**config.mk**
```make
export PLATFORM = sky130hd
export DESIGN_NAME = riscv_core
export DESIGN_NICKNAME = d
export VERILOG_FILES = /design/src/riscv_pkg.sv /design/src/riscv_core.sv /design/src/mem_wb_stage.sv /design/src/execute_stage.sv /design/src/decode_stage.sv /design/src/fetch_stage.sv /design/src/hazard_unit.sv /design/src/control_decoder.sv /design/src/reg_file.sv /design/src/alu.sv
export SDC_FILE = /design/constraint.sdc
export NUM_CORES = 2
export LEC_CHECK = 0
export ABC_CLOCK_PERIOD_IN_PS = 8400
export BUFFER_PORTS_ARGS = -buffer_cell sky130_fd_sc_hd__buf_2
export CAP_MARGIN = 10
export CORE_ASPECT_RATIO = 1.75
export CORE_MARGIN = 3
export CORE_UTILIZATION = 50
export DETAILED_ROUTE_END_ITERATION = 8
export GPL_ROUTABILITY_DRIVEN = 0
export PLACE_DENSITY = 0.7
export SETUP_SLACK_MARGIN = 0.4
export SYNTH_ARGS = -nofsm -noshare
export SYNTH_HDL_FRONTEND = slang
export SYNTH_SLANG_ARGS = --single-unit
```
**constraint.sdc**
```tcl
create_clock -name clk -period 8.4 [get_ports clk]
set_input_delay 0.84 -clock clk [delete_from_list [all_inputs] [get_ports clk]]
set_output_delay 0.84 -clock clk [all_outputs]
set_load 0.05 [all_outputs]
```
**src/riscv_pkg.sv**
```systemverilog
package riscv_pkg;

    localparam int xlen = 32;

    typedef logic [4:0] reg_addr_t;
    typedef logic [3:0] alu_op_t;
    typedef logic       op1_sel_t;
    typedef logic [2:0] op2_sel_t;
    typedef logic [1:0] pc_sel_t;
    typedef logic       exe_wb_sel_t;
    typedef logic       mem_wb_sel_t;

    // low three bits follow funct3, bit 3 follows funct7[5]
    localparam alu_op_t alu_add      = 4'b0000;
    localparam alu_op_t alu_sll      = 4'b0001;
    localparam alu_op_t alu_slt      = 4'b0010;
    localparam alu_op_t alu_sltu     = 4'b0011;
    localparam alu_op_t alu_xor      = 4'b0100;
    localparam alu_op_t alu_srl      = 4'b0101;
    localparam alu_op_t alu_or       = 4'b0110;
    localparam alu_op_t alu_and      = 4'b0111;
    localparam alu_op_t alu_sub      = 4'b1000;
    localparam alu_op_t alu_sra      = 4'b1101;
    localparam alu_op_t alu_copy_op2 = 4'b1111;

    localparam op1_sel_t op1_pc  = 1'b0;
    localparam op1_sel_t op1_rs1 = 1'b1;

    localparam op2_sel_t op2_rs2   = 3'd0;
    localparam op2_sel_t op2_i_imm = 3'd1;
    localparam op2_sel_t op2_s_imm = 3'd2;
    localparam op2_sel_t op2_b_imm = 3'd3;
    localparam op2_sel_t op2_u_imm = 3'd4;
    localparam op2_sel_t op2_j_imm = 3'd5;

    localparam pc_sel_t pc_sel_plus4  = 2'd0;
    localparam pc_sel_t pc_sel_br_jal = 2'd1;
    localparam pc_sel_t pc_sel_jalr   = 2'd2;

    localparam exe_wb_sel_t exe_wb_pc_plus4 = 1'b0;
    localparam exe_wb_sel_t exe_wb_alu      = 1'b1;

    localparam mem_wb_sel_t mem_wb_exe_result = 1'b0;
    localparam mem_wb_sel_t mem_wb_load_data  = 1'b1;

    localparam logic [6:0] opc_op     = 7'b0110011;
    localparam logic [6:0] opc_op_imm = 7'b0010011;
    localparam logic [6:0] opc_lui    = 7'b0110111;
    localparam logic [6:0] opc_auipc  = 7'b0010111;
    localparam logic [6:0] opc_load   = 7'b0000011;
    localparam logic [6:0] opc_store  = 7'b0100011;
    localparam logic [6:0] opc_branch = 7'b1100011;
    localparam logic [6:0] opc_jal    = 7'b1101111;
    localparam logic [6:0] opc_jalr   = 7'b1100111;

    typedef union packed {
        struct packed {
            logic [6:0] funct7;
            reg_addr_t  rs2;
            reg_addr_t  rs1;
            logic [2:0] funct3;
            reg_addr_t  rd;
            logic [6:0] opcode;
        } r_fmt;
        struct packed {
            logic [11:0] imm12;
            reg_addr_t   rs1;
            logic [2:0]  funct3;
            reg_addr_t   rd;
            logic [6:0]  opcode;
        } i_fmt;
        struct packed {
            logic [6:0] imm_hi;
            reg_addr_t  rs2;
            reg_addr_t  rs1;
            logic [2:0] funct3;
            logic [4:0] imm_lo;
            logic [6:0] opcode;
        } s_fmt;
    } instr_t;

    // addi x0, x0, 0
    localparam instr_t nop_instr = 32'h0000_0013;

endpackage
```
**src/riscv_core.sv**
```systemverilog
`timescale 1ns/100ps

module riscv_core #(
    parameter logic [riscv_pkg::xlen-1:0] reset_pc = '0
) (
    input  logic                        clk,
    input  logic                        arst_n,
    output logic [riscv_pkg::xlen-1:0]  pc,
    input  riscv_pkg::instr_t           instr,
    output logic [riscv_pkg::xlen-1:0]  mem_addr,
    output logic [riscv_pkg::xlen-1:0]  mem_write_data,
    output logic                        mem_read_en,
    output logic                        mem_write_en,
    input  logic [riscv_pkg::xlen-1:0]  load_data,
    input  riscv_pkg::reg_addr_t        debug_reg_addr,
    output logic [riscv_pkg::xlen-1:0]  debug_reg_data
);

    // fetch and hazard control
    logic [riscv_pkg::xlen-1:0] dec_pc;
    riscv_pkg::instr_t          dec_instr;
    logic                       pc_write_en;
    logic                       if_kill;
    logic                       dec_kill;
    logic                       br_taken;
    logic [riscv_pkg::xlen-1:0] redirect_pc;

    // decode to execute
    riscv_pkg::reg_addr_t       dec_rd;
    logic                       dec_reg_write;
    logic [riscv_pkg::xlen-1:0] exe_pc;
    logic [riscv_pkg::xlen-1:0] exe_op1;
    logic [riscv_pkg::xlen-1:0] exe_op2;
    logic [riscv_pkg::xlen-1:0] exe_rs2;
    riscv_pkg::alu_op_t         exe_alu_op;
    riscv_pkg::pc_sel_t         exe_pc_sel;
    logic                       exe_is_beq;
    logic                       exe_is_bne;
    riscv_pkg::exe_wb_sel_t     exe_exe_wb_sel;
    riscv_pkg::mem_wb_sel_t     exe_mem_wb_sel;
    logic                       exe_reg_write;
    logic                       exe_mem_read;
    logic                       exe_mem_write;
    riscv_pkg::reg_addr_t       exe_rd;

    // execute to memory, then writeback
    logic [riscv_pkg::xlen-1:0] mem_result;
    logic [riscv_pkg::xlen-1:0] mem_rs2;
    riscv_pkg::reg_addr_t       mem_rd;
    logic                       mem_reg_write;
    logic                       mem_read;
    logic                       mem_write;
    riscv_pkg::mem_wb_sel_t     mem_mem_wb_sel;
    logic [riscv_pkg::xlen-1:0] wb_data;
    riscv_pkg::reg_addr_t       wb_rd;
    logic                       wb_reg_write;

    fetch_stage #(
        .reset_pc (reset_pc)
    ) u_fetch_stage (.*);

    decode_stage u_decode_stage (.*);

    execute_stage u_execute_stage (.*);

    mem_wb_stage u_mem_wb_stage (.*);

    hazard_unit u_hazard_unit (
        .fetch_instr (instr),
        .*
    );

    // data RAM is driven straight from the memory stage registers
    assign mem_addr       = mem_result;
    assign mem_write_data = mem_rs2;
    assign mem_read_en    = mem_read;
    assign mem_write_en   = mem_write;

endmodule

```
**src/mem_wb_stage.sv**
```systemverilog
`timescale 1ns/100ps

module mem_wb_stage (
    input  logic                        clk,
    input  logic                        arst_n,
    input  logic [riscv_pkg::xlen-1:0]  mem_result,
    input  riscv_pkg::mem_wb_sel_t      mem_mem_wb_sel,
    input  logic [riscv_pkg::xlen-1:0]  load_data,
    input  riscv_pkg::reg_addr_t        mem_rd,
    input  logic                        mem_reg_write,
    output logic [riscv_pkg::xlen-1:0]  wb_data,
    output riscv_pkg::reg_addr_t        wb_rd,
    output logic                        wb_reg_write
);

    always_ff @(posedge clk) begin
        wb_data <= (mem_mem_wb_sel == riscv_pkg::mem_wb_load_data) ? load_data : mem_result;
    end

    always_ff @(posedge clk or negedge arst_n) begin
        if (!arst_n) begin
            wb_rd        <= '0;
            wb_reg_write <= 1'b0;
        end else begin
            wb_rd        <= mem_rd;
            wb_reg_write <= mem_reg_write;
        end
    end

endmodule

```
**src/execute_stage.sv**
```systemverilog
`timescale 1ns/100ps

module execute_stage (
    input  logic                        clk,
    input  logic                        arst_n,
    input  logic [riscv_pkg::xlen-1:0]  exe_pc,
    input  logic [riscv_pkg::xlen-1:0]  exe_op1,
    input  logic [riscv_pkg::xlen-1:0]  exe_op2,
    input  logic [riscv_pkg::xlen-1:0]  exe_rs2,
    input  riscv_pkg::alu_op_t          exe_alu_op,
    input  riscv_pkg::pc_sel_t          exe_pc_sel,
    input  logic                        exe_is_beq,
    input  logic                        exe_is_bne,
    input  riscv_pkg::exe_wb_sel_t      exe_exe_wb_sel,
    input  riscv_pkg::mem_wb_sel_t      exe_mem_wb_sel,
    input  logic                        exe_reg_write,
    input  logic                        exe_mem_read,
    input  logic                        exe_mem_write,
    input  riscv_pkg::reg_addr_t        exe_rd,
    output logic                        br_taken,
    output logic [riscv_pkg::xlen-1:0]  redirect_pc,
    output logic [riscv_pkg::xlen-1:0]  mem_result,
    output logic [riscv_pkg::xlen-1:0]  mem_rs2,
    output riscv_pkg::reg_addr_t        mem_rd,
    output logic                        mem_reg_write,
    output logic                        mem_read,
    output logic                        mem_write,
    output riscv_pkg::mem_wb_sel_t      mem_mem_wb_sel
);

    logic [riscv_pkg::xlen-1:0] alu_result;
    logic                       br_eq;
    riscv_pkg::pc_sel_t         pc_sel;

    alu u_alu (
        .alu_op (exe_alu_op),
        .op1    (exe_op1),
        .op2    (exe_op2),
        .result (alu_result)
    );

    // op1 holds rs1 for branches
    assign br_eq = exe_op1 == exe_rs2;

    always_comb begin
        pc_sel = exe_pc_sel;
        if ((exe_is_beq && !br_eq) || (exe_is_bne && br_eq)) begin
            pc_sel = riscv_pkg::pc_sel_plus4;
        end
    end

    assign br_taken    = pc_sel != riscv_pkg::pc_sel_plus4;
    assign redirect_pc = (pc_sel == riscv_pkg::pc_sel_jalr) ? ((exe_op1 + exe_op2) & ~32'd1)
                                                            : exe_pc + exe_op2;

    always_ff @(posedge clk) begin
        mem_result <= (exe_exe_wb_sel == riscv_pkg::exe_wb_alu) ? alu_result : exe_pc + 32'd4;
        mem_rs2    <= exe_rs2;
    end

    always_ff @(posedge clk or negedge arst_n) begin
        if (!arst_n) begin
            mem_rd         <= '0;
            mem_reg_write  <= 1'b0;
            mem_read       <= 1'b0;
            mem_write      <= 1'b0;
            mem_mem_wb_sel <= '0;
        end else begin
            mem_rd         <= exe_rd;
            mem_reg_write  <= exe_reg_write;
            mem_read       <= exe_mem_read;
            mem_write      <= exe_mem_write;
            mem_mem_wb_sel <= exe_mem_wb_sel;
        end
    end

endmodule

```
**src/decode_stage.sv**
```systemverilog
`timescale 1ns/100ps

module decode_stage (
    input  logic                        clk,
    input  logic                        arst_n,
    input  logic [riscv_pkg::xlen-1:0]  dec_pc,
    input  riscv_pkg::instr_t           dec_instr,
    input  logic                        dec_kill,
    input  riscv_pkg::reg_addr_t        wb_rd,
    input  logic                        wb_reg_write,
    input  logic [riscv_pkg::xlen-1:0]  wb_data,
    input  riscv_pkg::reg_addr_t        debug_reg_addr,
    output logic [riscv_pkg::xlen-1:0]  debug_reg_data,
    output riscv_pkg::reg_addr_t        dec_rd,
    output logic                        dec_reg_write,
    output logic [riscv_pkg::xlen-1:0]  exe_pc,
    output logic [riscv_pkg::xlen-1:0]  exe_op1,
    output logic [riscv_pkg::xlen-1:0]  exe_op2,
    output logic [riscv_pkg::xlen-1:0]  exe_rs2,
    output riscv_pkg::alu_op_t          exe_alu_op,
    output riscv_pkg::pc_sel_t          exe_pc_sel,
    output logic                        exe_is_beq,
    output logic                        exe_is_bne,
    output riscv_pkg::exe_wb_sel_t      exe_exe_wb_sel,
    output riscv_pkg::mem_wb_sel_t      exe_mem_wb_sel,
    output logic                        exe_reg_write,
    output logic                        exe_mem_read,
    output logic                        exe_mem_write,
    output riscv_pkg::reg_addr_t        exe_rd
);

    riscv_pkg::alu_op_t         alu_op;
    riscv_pkg::op1_sel_t        op1_sel;
    riscv_pkg::op2_sel_t        op2_sel;
    riscv_pkg::pc_sel_t         pc_sel;
    logic                       is_beq;
    logic                       is_bne;
    riscv_pkg::exe_wb_sel_t     exe_wb_sel;
    riscv_pkg::mem_wb_sel_t     mem_wb_sel;
    logic                       mem_read;
    logic                       mem_write;
    logic [riscv_pkg::xlen-1:0] rs1_data;
    logic [riscv_pkg::xlen-1:0] rs2_data;
    logic [riscv_pkg::xlen-1:0] i_imm;
    logic [riscv_pkg::xlen-1:0] s_imm;
    logic [riscv_pkg::xlen-1:0] b_imm;
    logic [riscv_pkg::xlen-1:0] u_imm;
    logic [riscv_pkg::xlen-1:0] j_imm;
    logic [riscv_pkg::xlen-1:0] op1;
    logic [riscv_pkg::xlen-1:0] op2;

    control_decoder u_control_decoder (
        .instr      (dec_instr),
        .alu_op     (alu_op),
        .op1_sel    (op1_sel),
        .op2_sel    (op2_sel),
        .pc_sel     (pc_sel),
        .is_beq     (is_beq),
        .is_bne     (is_bne),
        .exe_wb_sel (exe_wb_sel),
        .mem_wb_sel (mem_wb_sel),
        .reg_write  (dec_reg_write),
        .mem_read   (mem_read),
        .mem_write  (mem_write)
    );

    reg_file u_reg_file (
        .clk        (clk),
        .arst_n     (arst_n),
        .rs1_addr   (dec_instr.r_fmt.rs1),
        .rs2_addr   (dec_instr.r_fmt.rs2),
        .rd         (wb_rd),
        .rd_data    (wb_data),
        .write_en   (wb_reg_write),
        .debug_addr (debug_reg_addr),
        .rs1_data   (rs1_data),
        .rs2_data   (rs2_data),
        .debug_data (debug_reg_data)
    );

    assign dec_rd = dec_instr.r_fmt.rd;

    // immediates, all sign extended from bit 31
    assign i_imm = {{20{dec_instr.i_fmt.imm12[11]}}, dec_instr.i_fmt.imm12};
    assign s_imm = {{20{dec_instr.s_fmt.imm_hi[6]}}, dec_instr.s_fmt.imm_hi,
                    dec_instr.s_fmt.imm_lo};
    assign b_imm = {{20{dec_instr.s_fmt.imm_hi[6]}}, dec_instr.s_fmt.imm_lo[0],
                    dec_instr.s_fmt.imm_hi[5:0], dec_instr.s_fmt.imm_lo[4:1], 1'b0};
    assign u_imm = {dec_instr[31:12], 12'b0};
    assign j_imm = {{12{dec_instr[31]}}, dec_instr[19:12], dec_instr[20],
                    dec_instr[30:21], 1'b0};

    assign op1 = (op1_sel == riscv_pkg::op1_rs1) ? rs1_data : dec_pc;

    always_comb begin
        case (op2_sel)
            riscv_pkg::op2_i_imm: op2 = i_imm;
            riscv_pkg::op2_s_imm: op2 = s_imm;
            riscv_pkg::op2_b_imm: op2 = b_imm;
            riscv_pkg::op2_u_imm: op2 = u_imm;
            riscv_pkg::op2_j_imm: op2 = j_imm;
            default:              op2 = rs2_data;
        endcase
    end

    always_ff @(posedge clk) begin
        exe_pc  <= dec_pc;
        exe_op1 <= op1;
        exe_op2 <= op2;
        exe_rs2 <= rs2_data;
    end

    // a killed slot carries zero controls into execute
    always_ff @(posedge clk or negedge arst_n) begin
        if (!arst_n) begin
            exe_alu_op     <= '0;
            exe_pc_sel     <= '0;
            exe_is_beq     <= 1'b0;
            exe_is_bne     <= 1'b0;
            exe_exe_wb_sel <= '0;
            exe_mem_wb_sel <= '0;
            exe_reg_write  <= 1'b0;
            exe_mem_read   <= 1'b0;
            exe_mem_write  <= 1'b0;
            exe_rd         <= '0;
        end else begin
            exe_alu_op     <= dec_kill ? '0 : alu_op;
            exe_pc_sel     <= dec_kill ? '0 : pc_sel;
            exe_is_beq     <= is_beq && !dec_kill;
            exe_is_bne     <= is_bne && !dec_kill;
            exe_exe_wb_sel <= dec_kill ? '0 : exe_wb_sel;
            exe_mem_wb_sel <= dec_kill ? '0 : mem_wb_sel;
            exe_reg_write  <= dec_reg_write && !dec_kill;
            exe_mem_read   <= mem_read && !dec_kill;
            exe_mem_write  <= mem_write && !dec_kill;
            exe_rd         <= dec_kill ? '0 : dec_rd;
        end
    end

endmodule

```
**src/fetch_stage.sv**
```systemverilog
`timescale 1ns/100ps

module fetch_stage #(
    parameter logic [riscv_pkg::xlen-1:0] reset_pc = '0
) (
    input  logic                        clk,
    input  logic                        arst_n,
    input  riscv_pkg::instr_t           instr,
    input  logic                        pc_write_en,
    input  logic                        if_kill,
    input  logic                        br_taken,
    input  logic [riscv_pkg::xlen-1:0]  redirect_pc,
    output logic [riscv_pkg::xlen-1:0]  pc,
    output logic [riscv_pkg::xlen-1:0]  dec_pc,
    output riscv_pkg::instr_t           dec_instr
);

    always_ff @(posedge clk or negedge arst_n) begin
        if (!arst_n) begin
            pc        <= reset_pc;
            dec_instr <= riscv_pkg::nop_instr;
        end else begin
            if (pc_write_en) begin
                pc <= br_taken ? redirect_pc : pc + 32'd4;
            end
            // killed or stalled slots enter decode as a nop
            dec_instr <= if_kill ? riscv_pkg::nop_instr : instr;
        end
    end

    always_ff @(posedge clk) begin
        dec_pc <= pc;
    end

endmodule

```
**src/hazard_unit.sv**
```systemverilog
`timescale 1ns/100ps

module hazard_unit (
    input  riscv_pkg::instr_t     fetch_instr,
    input  riscv_pkg::reg_addr_t  dec_rd,
    input  logic                  dec_reg_write,
    input  riscv_pkg::reg_addr_t  exe_rd,
    input  logic                  exe_reg_write,
    input  riscv_pkg::reg_addr_t  mem_rd,
    input  logic                  mem_reg_write,
    input  riscv_pkg::reg_addr_t  wb_rd,
    input  logic                  wb_reg_write,
    input  logic                  br_taken,
    output logic                  pc_write_en,
    output logic                  if_kill,
    output logic                  dec_kill
);

    logic stall;

    // rs fields are compared even for formats that lack them
    function automatic logic pending(input riscv_pkg::reg_addr_t rd, input logic reg_write,
                                     input riscv_pkg::instr_t instr);
        return reg_write && rd != '0 && (rd == instr.r_fmt.rs1 || rd == instr.r_fmt.rs2);
    endfunction

    always_comb begin
        stall = pending(dec_rd, dec_reg_write, fetch_instr)
             || pending(exe_rd, exe_reg_write, fetch_instr)
             || pending(mem_rd, mem_reg_write, fetch_instr)
             || pending(wb_rd, wb_reg_write, fetch_instr);
    end

    // a taken branch overrides the stall and moves the pc
    assign pc_write_en = !stall || br_taken;
    assign if_kill     = stall || br_taken;
    assign dec_kill    = br_taken;

endmodule

```
**src/control_decoder.sv**
```systemverilog
`timescale 1ns/100ps

module control_decoder (
    input  riscv_pkg::instr_t       instr,
    output riscv_pkg::alu_op_t      alu_op,
    output riscv_pkg::op1_sel_t     op1_sel,
    output riscv_pkg::op2_sel_t     op2_sel,
    output riscv_pkg::pc_sel_t      pc_sel,
    output logic                    is_beq,
    output logic                    is_bne,
    output riscv_pkg::exe_wb_sel_t  exe_wb_sel,
    output riscv_pkg::mem_wb_sel_t  mem_wb_sel,
    output logic                    reg_write,
    output logic                    mem_read,
    output logic                    mem_write
);

    logic [2:0] funct3;

    assign funct3 = instr.r_fmt.funct3;

    always_comb begin
        // all-zero controls act as a nop
        alu_op     = riscv_pkg::alu_add;
        op1_sel    = riscv_pkg::op1_pc;
        op2_sel    = riscv_pkg::op2_rs2;
        pc_sel     = riscv_pkg::pc_sel_plus4;
        is_beq     = 1'b0;
        is_bne     = 1'b0;
        exe_wb_sel = riscv_pkg::exe_wb_pc_plus4;
        mem_wb_sel = riscv_pkg::mem_wb_exe_result;
        reg_write  = 1'b0;
        mem_read   = 1'b0;
        mem_write  = 1'b0;
        case (instr.r_fmt.opcode)
            riscv_pkg::opc_op: begin
                alu_op     = {instr.r_fmt.funct7[5], funct3};
                op1_sel    = riscv_pkg::op1_rs1;
                exe_wb_sel = riscv_pkg::exe_wb_alu;
                reg_write  = 1'b1;
            end
            riscv_pkg::opc_op_imm: begin
                // only srai carries funct7[5]; addi has no subtract form
                alu_op     = {funct3 == 3'b101 && instr.r_fmt.funct7[5], funct3};
                op1_sel    = riscv_pkg::op1_rs1;
                op2_sel    = riscv_pkg::op2_i_imm;
                exe_wb_sel = riscv_pkg::exe_wb_alu;
                reg_write  = 1'b1;
            end
            riscv_pkg::opc_lui: begin
                alu_op     = riscv_pkg::alu_copy_op2;
                op2_sel    = riscv_pkg::op2_u_imm;
                exe_wb_sel = riscv_pkg::exe_wb_alu;
                reg_write  = 1'b1;
            end
            riscv_pkg::opc_auipc: begin
                op2_sel    = riscv_pkg::op2_u_imm;
                exe_wb_sel = riscv_pkg::exe_wb_alu;
                reg_write  = 1'b1;
            end
            riscv_pkg::opc_load: begin
                if (funct3 == 3'b010) begin
                    op1_sel    = riscv_pkg::op1_rs1;
                    op2_sel    = riscv_pkg::op2_i_imm;
                    exe_wb_sel = riscv_pkg::exe_wb_alu;
                    mem_wb_sel = riscv_pkg::mem_wb_load_data;
                    reg_write  = 1'b1;
                    mem_read   = 1'b1;
                end
            end
            riscv_pkg::opc_store: begin
                if (funct3 == 3'b010) begin
                    op1_sel    = riscv_pkg::op1_rs1;
                    op2_sel    = riscv_pkg::op2_s_imm;
                    exe_wb_sel = riscv_pkg::exe_wb_alu;
                    mem_write  = 1'b1;
                end
            end
            riscv_pkg::opc_branch: begin
                // beq and bne only, execute drops pc_sel when not taken
                if (funct3[2:1] == 2'b00) begin
                    op1_sel = riscv_pkg::op1_rs1;
                    op2_sel = riscv_pkg::op2_b_imm;
                    pc_sel  = riscv_pkg::pc_sel_br_jal;
                    is_beq  = !funct3[0];
                    is_bne  = funct3[0];
                end
            end
            riscv_pkg::opc_jal: begin
                op2_sel   = riscv_pkg::op2_j_imm;
                pc_sel    = riscv_pkg::pc_sel_br_jal;
                reg_write = 1'b1;
            end
            riscv_pkg::opc_jalr: begin
                op1_sel   = riscv_pkg::op1_rs1;
                op2_sel   = riscv_pkg::op2_i_imm;
                pc_sel    = riscv_pkg::pc_sel_jalr;
                reg_write = 1'b1;
            end
            default: ;
        endcase
    end

endmodule

```
**src/reg_file.sv**
```systemverilog
`timescale 1ns/100ps

module reg_file (
    input  logic                        clk,
    input  logic                        arst_n,
    input  riscv_pkg::reg_addr_t        rs1_addr,
    input  riscv_pkg::reg_addr_t        rs2_addr,
    input  riscv_pkg::reg_addr_t        rd,
    input  logic [riscv_pkg::xlen-1:0]  rd_data,
    input  logic                        write_en,
    input  riscv_pkg::reg_addr_t        debug_addr,
    output logic [riscv_pkg::xlen-1:0]  rs1_data,
    output logic [riscv_pkg::xlen-1:0]  rs2_data,
    output logic [riscv_pkg::xlen-1:0]  debug_data
);

    logic [riscv_pkg::xlen-1:0] regs [32];

    // x0 is never written, so it stays at its reset value of zero
    always_ff @(posedge clk or negedge arst_n) begin
        if (!arst_n) begin
            for (int i = 0; i < 32; i++) begin
                regs[i] <= '0;
            end
        end else if (write_en && rd != '0) begin
            regs[rd] <= rd_data;
        end
    end

    assign rs1_data   = regs[rs1_addr];
    assign rs2_data   = regs[rs2_addr];
    assign debug_data = regs[debug_addr];

endmodule

```
**src/alu.sv**
```systemverilog
`timescale 1ns/100ps

module alu (
    input  riscv_pkg::alu_op_t          alu_op,
    input  logic [riscv_pkg::xlen-1:0]  op1,
    input  logic [riscv_pkg::xlen-1:0]  op2,
    output logic [riscv_pkg::xlen-1:0]  result
);

    always_comb begin
        case (alu_op)
            riscv_pkg::alu_add:  result = op1 + op2;
            riscv_pkg::alu_sub:  result = op1 - op2;
            // shifts only look at the low five bits
            riscv_pkg::alu_sll:  result = op1 << op2[4:0];
            riscv_pkg::alu_srl:  result = op1 >> op2[4:0];
            riscv_pkg::alu_sra:  result = $signed(op1) >>> op2[4:0];
            riscv_pkg::alu_slt:  result = {{(riscv_pkg::xlen-1){1'b0}}, $signed(op1) < $signed(op2)};
            riscv_pkg::alu_sltu: result = {{(riscv_pkg::xlen-1){1'b0}}, op1 < op2};
            riscv_pkg::alu_xor:  result = op1 ^ op2;
            riscv_pkg::alu_or:   result = op1 | op2;
            riscv_pkg::alu_and:  result = op1 & op2;
            // lui path
            riscv_pkg::alu_copy_op2: result = op2;
            default: result = op1 + op2;
        endcase
    end

endmodule

```
* Word level (Yosys, flattened, before mapping)
Cells that the tools add are included.
** Word-level totals
- Bits in registers :: 1377
- Input port bits :: 71
- Output and inout port bits :: 130
- Logic and storage cells :: 204
** Cells by class
- Add/subtract/negate cells :: 5
- Order comparisons :: 7
- Equality and inequality tests :: 36
- Shifts and indexed selects :: 3
- Muxes and demuxes :: 44
- Bitwise operators :: 7
- Reductions and logical operators :: 43
** Operators with widths (count)
- $bwmux 1024 :: 1
- $bmux 32 s5 :: 3
- $mux 32 :: 13
- $pmux 32 s10 :: 1
- $demux 32 s5 :: 1
- $pmux 32 s5 :: 1
- $add 32x3->32 const B :: 2
- $add 32x32->32 :: 2
- $lt 32x32->1 :: 2
- $eq 5x5->1 :: 8
- $and 32x32->32 :: 1
- $eq 32x32->1 :: 1
- $or 32x32->32 :: 1
- $shl 32x5->32 :: 1
- $shr 32x5->32 :: 1
- $sshr 32x5->32 :: 1
- $sub 32x32->32 :: 1
- $xor 32x32->32 :: 1
- $ge 6x6->1 const B :: 4
- $not 5->6 :: 4
- $eq 7x6->1 const B :: 3
- $eq 7x7->1 const B :: 3
- $reduce_bool 5->1 :: 4
- $pmux 3 s6 :: 1
- 28 further kinds :: 84

* Logic depth before layout (Yosys ltp)
- Word-level depth :: 10
- Depth in mapped cells :: 15

* Hierarchy
A second synthesis with hierarchy kept.
** Unflattened totals
- Cells, all modules :: 8663
- Area total of the unflattened synthesis :: 89408.2 um^2
** By module, submodules not included
- reg_file :: times used 1, cells each 5768, area each 64245.4 um^2
- alu :: times used 1, cells each 1275, area each 8740.9 um^2
- execute_stage :: times used 1, cells each 738, area each 6107.1 um^2
- decode_stage :: times used 1, cells each 353, area each 4533.1 um^2
- fetch_stage :: times used 1, cells each 338, area each 3631.0 um^2
- mem_wb_stage :: times used 1, cells each 74, area each 1335.0 um^2
- hazard_unit :: times used 1, cells each 70, area each 538.0 um^2
- control_decoder :: times used 1, cells each 47, area each 277.8 um^2

* Worst setup path after synthesis
OpenSTA, ideal clock, no wires.
- Kind :: in2out
- Start :: input debug_reg_addr[0]
- End :: output debug_reg_data[0] (netlist name)
- Arrival :: 3.375 ns
- Path slack :: 4.185 ns
- Stages :: 6
- Buffers on the path :: 3
- Cell sequence :: clkbuf_1 -> buf_1 -> buf_1 -> mux4_2 -> mux4_2 -> mux2_2
** On the way
- Cells in the longest elaborated chain, start to end :: 4
** RTL lines
- from (decl) :: RTL line riscv_core.sv:15 : input riscv_pkg::reg_addr_t debug_reg_addr,
- $not 5->6 (not written as such) :: RTL line reg_file.sv:32 : assign debug_data = regs[debug_addr];
- $bmux 32 s5 :: RTL line reg_file.sv:32
- $mux 32 (not written as such) (2 in series) :: RTL line reg_file.sv:32
- to (decl) :: RTL line riscv_core.sv:16 : output logic [riscv_pkg::xlen-1:0] debug_reg_data
Every way passes these cells. The select of a mux whose other input is x is not followed.

* Final worst setup path
- Start :: register u_decode_stage.exe_alu_op[2]
- End :: register u_execute_stage.mem_result[9] (netlist name)
** On the way
- Cells in the longest elaborated chain, start to end :: 3
** RTL lines
- from (decl) :: RTL line decode_stage.sv:20 : output riscv_pkg::alu_op_t exe_alu_op,
- from (signal assigned) :: RTL line decode_stage.sv:127 : exe_alu_op <= dec_kill ? '0 : alu_op;
- $eq 4x4->1 (tied with other cells) :: RTL line alu.sv:11 : case (alu_op)
- $pmux 32 s10 (*) :: RTL line alu.sv:11
- $mux 32 (*) :: RTL line execute_stage.sv:57 : mem_result <= (exe_exe_wb_sel == riscv_pkg::exe_wb_alu) ? alu_result : exe_pc + 32'd4;
- to (signal assigned) :: RTL line execute_stage.sv:57
- to (decl) :: RTL line execute_stage.sv:22 : output logic [riscv_pkg::xlen-1:0] mem_result,
Every way passes the cells marked *; elsewhere a longest branch is shown, timed or not.
A chain may end at the register's enable or synchronous reset.

==> out/qor.tcl <==
set qor(status) {finished with violations}
set qor(violations) {DRC}
set qor(grt_setup_unrepaired) {false}
set qor(stdcell_count) 8355
set qor(reg2regPathDepth) 10
set qor(synth_enable_flop_cells) 0
set qor(post_drt_via_cell_ratio) 7.37
set qor(cells_after_synth) 6183
set qor(crit_type) {reg2reg}
set qor(register_bit_total_from_synthesis) 1375
set qor(floorplan.die.height_um) 548
set qor(largest_net_degree_at_the_start_of_global_routing) 176
set qor(max_clock_freq_mhz) 187
set qor(slowest_stage) {sky130_fd_sc_hd__dfrtp_1}
set qor(cap_viol_max_count) 0
set qor(drt-wirelength-per-cell_um) 37.1
set qor(post_cts_buffers) 0
set qor(worst-slew-pin-transition_ns) 1.44
set qor(timing.clock.skew_ns) 0.0491
set qor(post_synth_num_cell_types) 91
set qor(first_pass_iters) 9
set qor(post_synth_main_area_contributors) {sky130_fd_sc_hd__dfrtp_1 33%, sky130_fd_sc_hd__mux4_2 27%, sky130_fd_sc_hd__mux2_2 15%}
set qor(postRouteWirelength_um) 310000
set qor(synth_flop_cell) {sky130_fd_sc_hd__dfrtp_1}
set qor(io_pins) 201
set qor(worst_setup_path_start_kind) {flip-flop}
set qor(layout.nets) 6222
set qor(chipWidth_um) 316
set qor(rr_endpoint) {u_execute_stage.mem_result[9]}
set qor(vias) 61500
set qor(power.leakage_nw) 39.5
set qor(yosysMostFrequentCell) {sky130_fd_sc_hd__dfrtp_1}
set qor(clk-insertion-delay-late_ns) 0.81
set qor(global_route.overflow_total) 0
set qor(antenna_found_initial) 66
set qor(count_of_warnings_emitted_by_yosys) 0
set qor(grt_first_pass_wirelength_um) 451000
set qor(placement_row_count) 198
set qor(worstPathArrival_ns) 6.01
set qor(synth_simple_gate_area_frac) 0.0435
set qor(dieArea_um2) 173000
set qor(post-synth-top-area-cell) {sky130_fd_sc_hd__dfrtp_1}
set qor(share_of_final_layout_standard_cells_stronger_than_drive_strength_1) 0.451
set qor(initial_utilization) 0.504
set qor(synth_compound_area_frac) 0.0572
set qor(maxSlewViolCount) 0
set qor(cp_top_family) {compound AO/OA/AOI/OAI gates}
set qor(synth_top_area_frac) 0.333
set qor(sequential_cell_area_um2) 33200
set qor(crit_path_max_fanout) 17
set qor(synth_mux_area_frac) 0.430
set qor(critPathMaxStageDelay_ns) 1.17
set qor(synthXorXnorAreaFrac) 0.0206
set qor(clockBufferDepth) 4
set qor(worstHoldPathType) {in2async}
set qor(hold_viol_final) 0
set qor(holdBufCountCts) 0
set qor(remaining_drc_errors) 8
set qor(critPathMostFrequentCell) {sky130_fd_sc_hd__o21ai_1}
set qor(multiInputGateArea_um2) 48300
set qor(filler_cell_count) 13400
set qor(timing.critical_path.cells) {nand3b_1, o21ai_1, nand3b_1, a31oi_1, o21ai_1, o211ai_1, a21oi_1, a211oi_1, o21ai_1, o21ai_1}
set qor(clock_sinks) 1375
set qor(peakVddDrop_mv) 0.191
set qor(ff2ff_setup_slack_ns) 3.07
set qor(synth_seq_area_share) 0.395
set qor(synth_top_family_by_area) {multiplexers}
set qor(power-per-cell-area_nw_per_um2) 252
set qor(final-setup-viol-count) 0
set qor(cts_inserted_buffers) 139
set qor(number_of_global_route_vias_before_repair) 62200
set qor(synth.avg_cell_area_um2) 13.6
set qor(critPathBufInv) 0
set qor(drt-initial-drc-count) 7740
set qor(synth-adder-area-share) 0.0201
set qor(buffer_ports.inserted) 200
set qor(period_minus_slack_ns) 5.33
set qor(layout-area-overhead-vs-synth_pct) 9.33
set qor(synth_commonest_cells) {1116 x sky130_fd_sc_hd__dfrtp_1, 1094 x sky130_fd_sc_hd__mux2_2, 1015 x sky130_fd_sc_hd__mux4_2}
set qor(final.period_utilization) 0.635
set qor(final.hold.worst_slack_ns) 0.0509
set qor(cp_data_required_time_ns) 9.07
set qor(place_hpwl_um) 190000
set qor(mappedNetlistNets) 6387
set qor(cts.htree.levels) 4
set qor(track_usage) 0.366
set qor(total_power_consumption_of_the_routed_design_mw) 23.1
set qor(crit_path_end_kind) {flip-flop}
set qor(combined_area_of_all_synthesized_cells_um2) 84000
set qor(tritoncts) {done}
set qor(maxSlewHeadroom) 0.0422
set qor(placed_cell_area_um2) 86700
set qor(finalSetupTns_ns) 0
set qor(ant_nets) 0
set qor(finish.instance_area_um2) 91800
set qor(cts_repair_resize_count) 0
set qor(clk_transition_reported_paths_ns) 0.07
set qor(regToRegStartpoint) {u_decode_stage.exe_alu_op[2]}
set qor(dp.cells) 8063
set qor(core_area_um2) 166000
set qor(async_flop_share) 0.814
set qor(cts-root-buf) {sky130_fd_sc_hd__clkbuf_16}
==> state kept, by name, indices dropped and copies added, names as in the netlist, 32 cells and up <==
| register | count |
|---|---|
| u_mem_wb_stage.wb_data | 32 |
| u_execute_stage.mem_rs2 | 32 |
| u_decode_stage.u_reg_file.regs | 1024 |
| u_decode_stage.exe_rs2 | 32 |
| u_execute_stage.mem_result | 32 |
| u_fetch_stage.dec_instr | 32 |
| u_decode_stage.exe_pc | 32 |
| u_fetch_stage.pc | 32 |
| u_fetch_stage.dec_pc | 32 |
| u_decode_stage.exe_op1 | 32 |
| u_decode_stage.exe_op2 | 32 |
==> metal layers <==
metal,track usage,part of all wire
met1,0.390,0.31
met2,0.551,0.46
met3,0.168,0.12
met4,0.301,0.10
met5,0.0230,0.0020
==> stage by stage <==
stage	utilization	worst slack [ns]
global route	0.551	3.21
finish	0.551	3.07
global placement	0.521	3.59
detailed placement	0.521	3.55
floorplan	-	4.19
CTS	0.549	3.55
==> power breakdown <==
group,leakage [nW],total [mW],internal (mW),switching [mW]
Combinational,19.9,7.33,2.88,4.45
Sequential,17.4,9.17,7.46,1.71
Clock,2.30,6.64,3.82,2.81
==> worst reg2reg max path, cell delays in order (launching register included) <==
cell                       delay, ns
sky130_fd_sc_hd__dfrtp_1        1.17
sky130_fd_sc_hd__nand3b_1       0.84
sky130_fd_sc_hd__o21ai_1        0.61
sky130_fd_sc_hd__nand3b_1       0.12
sky130_fd_sc_hd__a31oi_1        0.90
sky130_fd_sc_hd__o21ai_1        0.52
sky130_fd_sc_hd__o211ai_1       0.45
sky130_fd_sc_hd__a21oi_1        0.08
sky130_fd_sc_hd__a211oi_1       0.24
sky130_fd_sc_hd__o21ai_1        0.11
sky130_fd_sc_hd__o21ai_1        0.20
==> layout make-up <==
cell class | count | share of cell area
multi-input cells | 4051 | 0.526
flip-flops and latches | 1375 | 0.361
clock buffers | 184 | 0.0434
well taps | 2200 | 0.0300
repair buffers | 327 | 0.0245
clock inverters | 58 | 0.00823
inverters | 124 | 0.00507
diodes | 36 | 0.000982
==> worst max-delay path by stage <==
stage	startpoint	endpoint	slack (ns)	cells after the start
2_1_floorplan	debug_reg_addr[0]	debug_reg_data[0]	4.19	6
3_3_place_gp	debug_reg_addr[0]	debug_reg_data[20]	3.59	6
3_5_place_dp	debug_reg_addr[0]	debug_reg_data[21]	3.55	6
4_1_cts	debug_reg_addr[0]	debug_reg_data[20]	3.55	6
5_1_grt	u_decode_stage.exe_op2[0]	u_fetch_stage.pc[26]	3.21	12
6_report	u_decode_stage.exe_alu_op[2]	u_execute_stage.mem_result[9]	3.07	10
==> kinds of logic (layout without fill, tap and decap cells) <==
| kind of cell | after synthesis | after routing |
|---|---|---|
| other cells | 0 | 36 |
| mux | 2197 | 2197 |
| flops | 1375 | 1375 |
| simple gates | 787 | 787 |
| xor+xnor | 197 | 197 |
| fa+ha+maj | 133 | 133 |
| buf+inv | 757 | 693 |
| compound gates | 737 | 737 |
==> cell usage in the layout (no fill, tap or decap), types with 75 or more instances in the layout <==
master	synthesis	layout
sky130_fd_sc_hd__dfrtp_1	1116	1105
sky130_fd_sc_hd__dfxtp_1	256	252
sky130_fd_sc_hd__ha_1	130	130
sky130_fd_sc_hd__o21ai_1	102	102
sky130_fd_sc_hd__mux2i_1	84	83
sky130_fd_sc_hd__inv_1	108	108
sky130_fd_sc_hd__nor2_1	273	255
sky130_fd_sc_hd__nand2_1	216	201
sky130_fd_sc_hd__xnor2_1	122	118
sky130_fd_sc_hd__buf_2	28	196
sky130_fd_sc_hd__buf_4	2	101
sky130_fd_sc_hd__xor2_1	75	75
sky130_fd_sc_hd__a21oi_1	215	213
sky130_fd_sc_hd__mux4_2	1015	1015
sky130_fd_sc_hd__mux2_2	1094	1094
sky130_fd_sc_hd__clkbuf_16	0	145
(Power assumes the default switching activity.)
